<file path="src/source/farm_sensor_pkg.sv">
// Sensor channel numbers, sample and flag types, averaging sizes
package farm_sensor_pkg;

    // ====================
    // Types
    // ====================
    typedef logic [7:0] sample_t;      // One reading or one average
    typedef logic [1:0] chan_t;        // Channel number
    typedef logic [3:0] chan_flags_t;  // Bit n belongs to channel n

    // ====================
    // Channel numbers
    // ====================
    localparam chan_t CHAN_SOIL  = 2'd0;  // Soil moisture
    localparam chan_t CHAN_TEMP  = 2'd1;  // Temperature
    localparam chan_t CHAN_HUMID = 2'd2;  // Humidity
    localparam chan_t CHAN_LIGHT = 2'd3;  // Light level

    localparam int NUM_CHAN = 4;

    // ====================
    // Averaging sizes
    // ====================
    // Average is a plain shift, so the depth stays a power of two
    localparam int HIST_DEPTH = 4;   // Samples per average
    localparam int HIST_IDX_W = 2;   // log2 of HIST_DEPTH
    localparam int SUM_W      = 10;  // Four 8-bit readings without overflow

endpackage

</file>
<file path="src/source/farm_limits_pkg.sv">
// Growing windows per channel and extreme reading values
package farm_limits_pkg;

    import farm_sensor_pkg::*;

    // ====================
    // Growing windows
    // ====================
    localparam sample_t SOIL_MIN  = 8'd140;  // Too dry below
    localparam sample_t SOIL_MAX  = 8'd210;  // Too wet above
    localparam sample_t TEMP_MIN  = 8'd100;  // Too cold
    localparam sample_t TEMP_MAX  = 8'd160;  // Too hot
    localparam sample_t HUMID_MIN = 8'd120;  // Air too dry
    localparam sample_t HUMID_MAX = 8'd190;  // Air too damp
    localparam sample_t LIGHT_MIN = 8'd80;   // Too dark
    localparam sample_t LIGHT_MAX = 8'd220;  // Too bright

    // Sensor rails, a reading pinned here means a broken sensor
    localparam sample_t EXTREME_LOW  = 8'd0;
    localparam sample_t EXTREME_HIGH = 8'd255;

    // ====================
    // Lookup by channel
    // ====================
    localparam sample_t limit_min [NUM_CHAN] = '{
        CHAN_SOIL:  SOIL_MIN,
        CHAN_TEMP:  TEMP_MIN,
        CHAN_HUMID: HUMID_MIN,
        CHAN_LIGHT: LIGHT_MIN
    };

    localparam sample_t limit_max [NUM_CHAN] = '{
        CHAN_SOIL:  SOIL_MAX,
        CHAN_TEMP:  TEMP_MAX,
        CHAN_HUMID: HUMID_MAX,
        CHAN_LIGHT: LIGHT_MAX
    };

endpackage

</file>
<file path="src/source/sample_averager.sv">
// Input stage, per-channel sample history and four-sample running average
`timescale 1ns/1ns

module sample_averager (
    input  logic                     clk,
    input  logic                     rst_n,
    input  logic                     sample_strobe,  // One reading this cycle
    input  farm_sensor_pkg::chan_t   sample_chan,
    input  farm_sensor_pkg::sample_t sample_value,
    output logic                     avg_valid,      // One-cycle pulse
    output farm_sensor_pkg::chan_t   avg_chan,
    output farm_sensor_pkg::sample_t avg_value,
    output farm_sensor_pkg::sample_t avg_raw         // Reading behind avg_value
);

    import farm_sensor_pkg::*;

    // ====================
    // History storage
    // ====================
    sample_t               hist     [NUM_CHAN][HIST_DEPTH];  // Ring per channel
    logic [HIST_IDX_W-1:0] hist_idx [NUM_CHAN];              // Oldest slot per channel
    logic [SUM_W-1:0]      run_sum  [NUM_CHAN];              // Sum of the ring

    sample_t          oldest;   // Reading about to drop out
    logic [SUM_W-1:0] new_sum;  // Sum including the new reading

    // Swap the oldest reading for the new one in the sum
    always_comb begin
        oldest  = hist[sample_chan][hist_idx[sample_chan]];
        new_sum = run_sum[sample_chan] - SUM_W'(oldest) + SUM_W'(sample_value);
    end

    // ====================
    // Update and register
    // ====================
    always_ff @(posedge clk) begin
        if (!rst_n) begin
            for (int c = 0; c < NUM_CHAN; c++) begin
                for (int d = 0; d < HIST_DEPTH; d++) begin
                    hist[c][d] <= '0;  // Reset zeros count in the first averages
                end
                hist_idx[c] <= '0;
                run_sum[c]  <= '0;
            end
            avg_valid <= 1'b0;
            avg_chan  <= '0;
            avg_value <= '0;
            avg_raw   <= '0;
        end else begin
            avg_valid <= sample_strobe;  // Drops back after one cycle
            if (sample_strobe) begin
                hist[sample_chan][hist_idx[sample_chan]] <= sample_value;
                hist_idx[sample_chan] <= hist_idx[sample_chan] + 1'b1;  // Wraps at depth
                run_sum[sample_chan]  <= new_sum;

                // Divide by the depth, truncated
                avg_value <= sample_t'(new_sum >> HIST_IDX_W);
                avg_chan  <= sample_chan;
                avg_raw   <= sample_value;
            end
        end
    end

endmodule

</file>
<file path="src/source/condition_checker.sv">
// Processing stage, window alerts and stuck or extreme faults per channel
`timescale 1ns/1ns

module condition_checker (
    input  logic                         clk,
    input  logic                         rst_n,
    input  logic                         avg_valid,
    input  farm_sensor_pkg::chan_t       avg_chan,
    input  farm_sensor_pkg::sample_t     avg_value,
    input  farm_sensor_pkg::sample_t     avg_raw,
    output logic                         chk_valid,   // One-cycle pulse
    output farm_sensor_pkg::chan_t       chk_chan,
    output farm_sensor_pkg::sample_t     chk_value,   // Average passed through
    output farm_sensor_pkg::chan_flags_t alert_code,  // Outside growing window
    output farm_sensor_pkg::chan_flags_t fault_code   // Sensor looks broken
);

    import farm_sensor_pkg::*;
    import farm_limits_pkg::*;

    // ====================
    // Per-channel state
    // ====================
    sample_t last_raw [NUM_CHAN];  // Previous raw reading per channel

    logic too_low;   // Average under the window
    logic too_high;  // Average over the window
    logic stuck;     // Same raw reading twice in a row
    logic extreme;   // Average sitting on a rail

    // Checks run on the fresh average, not the one stored last time
    always_comb begin
        too_low  = avg_value < limit_min[avg_chan];
        too_high = avg_value > limit_max[avg_chan];
        stuck    = avg_raw == last_raw[avg_chan];
        extreme  = (avg_value == EXTREME_LOW) || (avg_value == EXTREME_HIGH);
    end

    // ====================
    // Code registers
    // ====================
    always_ff @(posedge clk) begin
        if (!rst_n) begin
            for (int c = 0; c < NUM_CHAN; c++) begin
                last_raw[c] <= '0;
            end
            chk_valid  <= 1'b0;
            chk_chan   <= '0;
            chk_value  <= '0;
            alert_code <= '0;
            fault_code <= '0;
        end else begin
            chk_valid <= avg_valid;
            if (avg_valid) begin
                // Only the sampled channel's bits move
                alert_code[avg_chan] <= too_low | too_high;
                fault_code[avg_chan] <= stuck | extreme;
                last_raw[avg_chan]   <= avg_raw;  // Compared against next reading

                chk_chan  <= avg_chan;
                chk_value <= avg_value;
            end
        end
    end

endmodule

</file>
<file path="src/source/alarm_reporter.sv">
// Output stage, buzzer and the two output bytes
`timescale 1ns/1ns

module alarm_reporter (
    input  logic                         clk,
    input  logic                         rst_n,
    input  logic                         chk_valid,
    input  farm_sensor_pkg::sample_t     chk_value,
    input  farm_sensor_pkg::chan_flags_t alert_code,
    input  farm_sensor_pkg::chan_flags_t fault_code,
    output logic [7:0]                   uo_out,   // Buzzer and average
    output logic [7:0]                   uio_out   // Fault and alert codes
);

    logic buzzer_next;  // Any channel out of window or faulty

    always_comb begin
        buzzer_next = (|alert_code) | (|fault_code);
    end

    // ====================
    // Output bytes
    // ====================
    // Values hold between pulses, so the pins show the last sample seen
    always_ff @(posedge clk) begin
        if (!rst_n) begin
            uo_out  <= 8'h00;
            uio_out <= 8'h00;
        end else if (chk_valid) begin
            uo_out  <= {buzzer_next, chk_value[6:0]};  // MSB of the average is dropped
            uio_out <= {fault_code, alert_code};       // Faults on top nibble
        end
    end

endmodule

</file>
<file path="src/source/tt_um_precision_farming.sv">
// Tiny Tapeout top level, pin decoding and the three monitor stages
`timescale 1ns/1ns

module tt_um_precision_farming (
    input  logic [7:0] ui_in,    // Sensor reading
    output logic [7:0] uo_out,   // Buzzer and shown average
    input  logic [7:0] uio_in,   // Channel select in bits 1:0
    output logic [7:0] uio_out,  // Fault and alert codes
    output logic [7:0] uio_oe,   // Bidirectional pin direction
    input  logic       ena,      // High while a reading is present
    input  logic       clk,
    input  logic       rst_n
);

    import farm_sensor_pkg::*;

    // ====================
    // Pin decoding
    // ====================
    logic    sample_strobe;
    chan_t   sample_chan;
    sample_t sample_value;

    assign sample_strobe = ena;
    assign sample_chan   = uio_in[1:0];
    assign sample_value  = ui_in;
    assign uio_oe        = 8'hFF;  // All bidirectional pins drive out

    // Averager to checker
    logic    avg_valid;
    chan_t   avg_chan;
    sample_t avg_value;
    sample_t avg_raw;

    // Checker to reporter
    logic        chk_valid;
    sample_t     chk_value;
    chan_flags_t alert_code;
    chan_flags_t fault_code;

    // ====================
    // Stages
    // ====================
    sample_averager u_averager (
        .clk           (clk),
        .rst_n         (rst_n),
        .sample_strobe (sample_strobe),
        .sample_chan   (sample_chan),
        .sample_value  (sample_value),
        .avg_valid     (avg_valid),
        .avg_chan      (avg_chan),
        .avg_value     (avg_value),
        .avg_raw       (avg_raw)
    );

    condition_checker u_checker (
        .clk        (clk),
        .rst_n      (rst_n),
        .avg_valid  (avg_valid),
        .avg_chan   (avg_chan),
        .avg_value  (avg_value),
        .avg_raw    (avg_raw),
        .chk_valid  (chk_valid),
        .chk_chan   (),
        .chk_value  (chk_value),
        .alert_code (alert_code),
        .fault_code (fault_code)
    );

    alarm_reporter u_reporter (
        .clk        (clk),
        .rst_n      (rst_n),
        .chk_valid  (chk_valid),
        .chk_value  (chk_value),
        .alert_code (alert_code),
        .fault_code (fault_code),
        .uo_out     (uo_out),
        .uio_out    (uio_out)
    );

endmodule

</file>
<file path="config.mk">
export PLATFORM = sky130hd
export DESIGN_NAME = tt_um_precision_farming
export DESIGN_NICKNAME = d
export VERILOG_FILES = /design/src/source/farm_sensor_pkg.sv /design/src/source/farm_limits_pkg.sv /design/src/source/sample_averager.sv /design/src/source/condition_checker.sv /design/src/source/alarm_reporter.sv /design/src/source/tt_um_precision_farming.sv
export SDC_FILE = /design/constraint.sdc
export NUM_CORES = 1
export LEC_CHECK = 0
export ABC_AREA = 0
export BUFFER_PORTS_ARGS = -buffer_cell sky130_fd_sc_hd__buf_4
export CORE_ASPECT_RATIO = 1.1
export CORE_MARGIN = 5
export CORE_UTILIZATION = 62
export DETAILED_ROUTE_END_ITERATION = 16
export GPL_TIMING_DRIVEN = 0
export PLACE_DENSITY = 0.8
export SYNTH_ARGS = -nofsm -noshare
export SYNTH_HDL_FRONTEND = slang
export SYNTH_SLANG_ARGS = --single-unit
</file>
<file path="constraint.sdc">
create_clock -name clk -period 6.75 [get_ports clk]
set_clock_uncertainty 0.2 [all_clocks]
set_input_delay 1.6875 -clock clk [delete_from_list [all_inputs] [get_ports clk]]
set_output_delay 1.6875 -clock clk [all_outputs]
set_load 0.02 [all_outputs]
</file>
==> results.toml, run 1 <==
[die]
io_pins = 43
start_util_pct = 62.8
die_w_um = 145
core_sq_um = 19800
die_h_um = 159
die-area_sq_um = 23000
num_rows = 54

[timing]
setup_violations = 0
period_needed_ns = 5.96
fin_tns_setup_ns = 0
max_freq_ghz = 0.168
worst_pin_slew_ns = 1.01
relSlewSlack_pct = 32.1
maxSlewViolCount = 0
min_period_over_period_pct = 88.3
hold_viol = 0
rsz0062_at_grt = "no"

[yosys]
ys_seq_elements = 261
synth-main-ff-cell = "edfxtp_1"
synth_edf_count = 208
synth_area_sq_um = 12400
syn_inst = 931
synth_seq_area_share_pct = 58.7
yosysUniqueCellTypes = 54
ys_async_sr_fraction_pct = 0
synth_area_per_cell_sq_um = 13.4
yosysWarnings = 0

[placement]
place_area_sq_um = 13000
hpwlAfterDp_mm = 20.0
portBuffers = 26
place_congestion = 0.944

[critical_path]
rrSetupSlack_ns = 2.08
crit_type = "in -> reg"
crit_required_ns = 6.78
r2r-start = "u_averager.hist_idx[0][1]"
critPathArrivalTime_ns = 5.99
endpoint_kind = "flop"
cp_max_fo = 10
startpoint = "uio_in[1]"
start_kind = "primary input"

[layout]
fillCellCount = 1348
final_area_sq_um = 13800
regArea_sq_um = 7310
multi_input_area_sq_um = 4650
antennaDiodeCount = 0
layout_commonest_cell = "edfxtp_1"
syn_to_final_growth_pct = 11.2
final_layout_size_suffix_gt1_share_pct = 14.1
final_cell_mix = "208 x edfxtp_1, 101 x and3_1, 68 x nor2_1"
final_nets = 1050

[global_routing]
overflow = 0
grt_antenna_before_repair = 0
grt_usage_pct = 25.1
grt_pass1_vias = 8037
grt_max_degree = 15
grt_pass1_wl_mm = 44.9

[flow_run]
cap_violations = 0

[power_and_ir_drop]
p_per_area_nw_per_um2 = 291
p_leak_nw = 5.69
ir_drop_v = 0.000209

[clocking]
post_cts_buffers = 0
clock-root-buffer = "clkbuf_16"
htree_levels = 1
cts_buffers = 25
clk_latency_ns = 0.52
hold_buffers = 0
cts.sinks = 261
postCtsResizedCells = 0
cts_tree = "yes"
clockBufferDepth = 3
path_clk_slew_ns = 0.06

[min_path]
hold_path_class = "reg -> reg"
worst_hold_startpoint = "u_averager.avg_value[1]"

[detailed_routing]
drtIter0Drc = 816
num_vias = 7944
wire_per_inst_um = 22.7
ant_nets = 0
dr.pass1.iters = 5
vias_per_cell = 6.28
drc = 0
totalWireLength_mm = 28.7

[run_status]
outcome = "completed"
[state kept, by name (all words and copies together), names as in the netlist, 4 cells and up, named ones only]
signal,count
u_averager.avg_value,8
u_averager.avg_raw,8
u_reporter.uio_out,8
u_checker.fault_code,4
u_averager.hist,128
u_checker.alert_code,4
u_reporter.uo_out,8
u_checker.last_raw,32
u_averager.run_sum,40
u_checker.chk_value,7
u_averager.hist_idx,8
[routing by layer]
| layer | GRT usage [%] | routed length, um | part of all wire, % | vias up |
|---|---|---|---|---|
| met5 | 0 | 0 | 0 | - |
| met4 | 10.3 | 1360 | 4.7 | 0 |
| met3 | 3.10 | 1870 | 6.5 | 108 |
| met2 | 44.5 | 14400 | 50 | 359 |
| met1 | 31.8 | 11100 | 39 | 3917 |
| li1 | - | - | - | 3560 |
[critical path, cell delays in order]
cell and delay [ns]:
buf_4 0.11, buf_2 0.24, buf_1 0.63, mux4_2 0.43, mux2_2 0.28, nand2_1 0.07
o21ai_1 0.13, fa_1 0.55, inv_1 0.08, fa_1 0.47, a21o_1 0.19, a21oi_1 0.25
nor4_1 0.09, nor3_1 0.64, nor2_1 0.12
[cell usage after synthesis, types with 14 or more instances]
library cell / n / area share (%)
and3_1: 101 / 5.1
dfxtp_1: 53 / 8.5
clkbuf_1: 46 / 1.4
nor2_1: 68 / 2.1
inv_1: 33 / 1.0
nor3_1: 14 / 0.56
nor2b_1: 34 / 1.7
a21oi_1: 18 / 0.72
mux4_2: 41 / 7.4
and2_1: 28 / 1.4
ha_1: 30 / 3.0
mux2i_1: 40 / 3.2
edfxtp_1: 208 / 50
nand2_1: 59 / 1.8
[final cells by class]
class,count,area share (%)
multi-input cells,570,33.6
clock buffers,36,5.11
inverters,36,0.977
well taps,252,2.28
flip-flops and latches,261,52.8
repair buffers,28,1.52
clock inverters,10,0.950
plain buffers,71,2.70
[cell families after synthesis]
group / after synthesis / share of synthesized area (%)
and+or+nand+nor: 339 / 14.4
DFF: 261 / 58.7
buffers and inverters: 107 / 4.09
muxes: 101 / 13.8
AOI/OAI and AO/OA: 72 / 3.81
adders and majority gates: 38 / 4.30
xor gates and xnor gates: 12 / 0.845
other: 1 / 0.0301
[report_power, final]
| part | total, mW | internal [mW] | switching (mW) |
|---|---|---|---|
| sequential | 1.91 | 1.85 | 0.0645 |
| clock | 1.42 | 0.843 | 0.581 |
| combinational | 0.694 | 0.267 | 0.427 |
[worst paths after layout]
path,to,depth (start not counted)
worst max-delay path,u_averager.run_sum[1][8],15
worst min-delay path,u_averager.avg_value[1],2
worst max register to register,u_averager.run_sum[1][8],13
worst min register to register,u_averager.avg_value[1],2
[metrics by stage]
stage                     total power [mW]  utilization [%]  worst slack (ns)  hold WS [ns]  cells
after floorplan                       2.42                -              1.42         0.257    938
after global placement                2.60             65.6             0.381         0.297   1216
after detailed placement              2.62             65.6             0.306         0.299   1218
after CTS                             4.03             69.9             0.794         0.307   1264
after global routing                  4.19             69.9             0.555         0.335   1264
final                                 4.03             69.9             0.791         0.305   1264
Power figures use the tool's default switching activity.
==> run 2: changes to the inputs <==
CORE_ASPECT_RATIO = default   (was 1.1)
==> run 2 against run 1 <==
Net effect: via count rose by 0.34%; sequential share of layout area barely moved; critical path depth did not move; sequential power barely moved; die area barely moved; combinational power barely moved; global-route usage rose by 1.1 points; total power fell by 0.32%; critical endpoint is now u_averager.run_sum[0][8]; worst setup slack improved by 0.0014 ns.
==> results.toml, run 2 (synthesized netlist as in run 1, its figures left out) <==
[clocking]
clockBufferDepth = 3
clk_latency_ns = 0.54
cts.sinks = 261
hold_buffers = 0
postCtsResizedCells = 0
post_cts_buffers = 0
htree_levels = 1
cts_tree = "yes"
clock-root-buffer = "clkbuf_16"
path_clk_slew_ns = 0.06
cts_buffers = 26

[die]
die_w_um = 152
io_pins = 43
die_h_um = 152
start_util_pct = 63.5
core_sq_um = 19600
die-area_sq_um = 23000
num_rows = 51

[layout]
syn_to_final_growth_pct = 11.2
final_nets = 1051
post-route-util_pct = 70.6
final_area_sq_um = 13800
reg_top3 = "u_averager.hist (128), u_averager.run_sum (40), u_checker.last_raw (32)"
multi_input_area_sq_um = 4650
largest_reg_flops = 128
final_cell_mix = "208 x edfxtp_1, 101 x and3_1, 68 x nor2_1"
regArea_sq_um = 7310
regMostFlops = "u_averager.hist"
final_layout_size_suffix_gt1_share_pct = 14.1
layout_commonest_cell = "edfxtp_1"
fillCellCount = 1359
antennaDiodeCount = 0

[timing]
period_needed_ns = 5.96
fin_tns_setup_ns = 0
worst_pin_slew_ns = 1.03
setup_violations = 0
max_freq_ghz = 0.168
maxSlewViolCount = 0
hold_viol = 0
relSlewSlack_pct = 31.0
min_period_over_period_pct = 88.3
rsz0062_at_grt = "no"

[power_and_ir_drop]
ir_drop_v = 0.000242
p_leak_nw = 5.68
p_per_area_nw_per_um2 = 290

[placement]
hpwlAfterDp_mm = 20.0
portBuffers = 26
place_area_sq_um = 13000
place_congestion = 0.919

[detailed_routing]
drtIter0Drc = 862
drc = 0
wire_per_inst_um = 23.0
dr.pass1.iters = 6
num_vias = 7971
totalWireLength_mm = 29.4
vias_per_cell = 6.24
ant_nets = 0

[run_status]
outcome = "completed"

[global_routing]
grt_usage_pct = 26.2
grt_max_degree = 15
grt_antenna_before_repair = 1
grt_pass1_vias = 7881
overflow = 0
grt_pass1_wl_mm = 45.4

[critical_path]
crit_required_ns = 6.81
startpoint = "uio_in[1]"
r2r-start = "u_averager.hist_idx[0][1]"
rrSetupSlack_ns = 2.09
endpoint_kind = "flop"
crit_type = "in -> reg"
r2r_cells = 13
start_kind = "primary input"
cp_max_fo = 10
critPathArrivalTime_ns = 6.02

[min_path]
hold_path_class = "reg -> reg"
worst_hold_startpoint = "u_reporter.uo_out[4]"
hold-path-cell-count = 2

[flow_run]
cap_violations = 0
run 2: cell types whose count changed in the layout (fill, tap and decap cells not counted), sizes merged:
cell and delta:
inv -1, bufinv -1, clkinvlp +2, clkbuf -3, clkinv +4
run 2: path summary, 6_finish.rpt:
path                               to
max reg2reg  u_averager.run_sum[0][8]
max          u_averager.run_sum[0][8]
min              u_reporter.uo_out[4]
min reg2reg      u_reporter.uo_out[4]
run 2: report_power, final:
group	switching [mW]	internal, mW	leakage (nW)
sequential	0.0613	1.85	2.59
clock	0.606	0.805	0.390
combinational	0.429	0.267	2.70
total	1.10	2.92	5.68
run 2: per-stage QoR:
stage               hold WS (ns)  std cells  worst slack (ns)  total power [mW]
global placement           0.287       1229             0.353              2.60
finish                     0.317       1278             0.792              4.02
detailed placement         0.301       1231             0.326              2.62
global route               0.348       1278             0.604              4.17
floorplan                  0.257        938              1.42              2.42
CTS                        0.326       1278             0.834              4.01
run 2: metal layers:
layer  track usage [%]  up-vias  wire length (um)
met5                 0        -                12
met4              6.96        2               766
met3              6.16       68              3080
li1                  -     3562                 -
met1              37.0     3920             11700
met2              41.7      419             13800
run 2: worst max-delay path, stage by stage:
cell,delay (ns)
buf_4,0.11
buf_2,0.25
buf_1,0.62
mux4_2,0.44
mux2_2,0.29
nand2_1,0.07
o21ai_1,0.13
fa_1,0.54
inv_1,0.07
fa_1,0.46
a21o_1,0.19
a21oi_1,0.27
nor4_1,0.09
nor3_1,0.67
nor2_1,0.11
run 2: cell type report:
| type | count | share of cell area, % |
|---|---|---|
| buffer | 71 | 2.70 |
| clock buffer | 33 | 5.05 |
| clock inverter | 14 | 0.868 |
| inverter | 36 | 0.977 |
| multi-input combinational | 570 | 33.6 |
| sequential | 261 | 52.8 |
| tap | 265 | 2.40 |
| timing repair buffer | 28 | 1.57 |
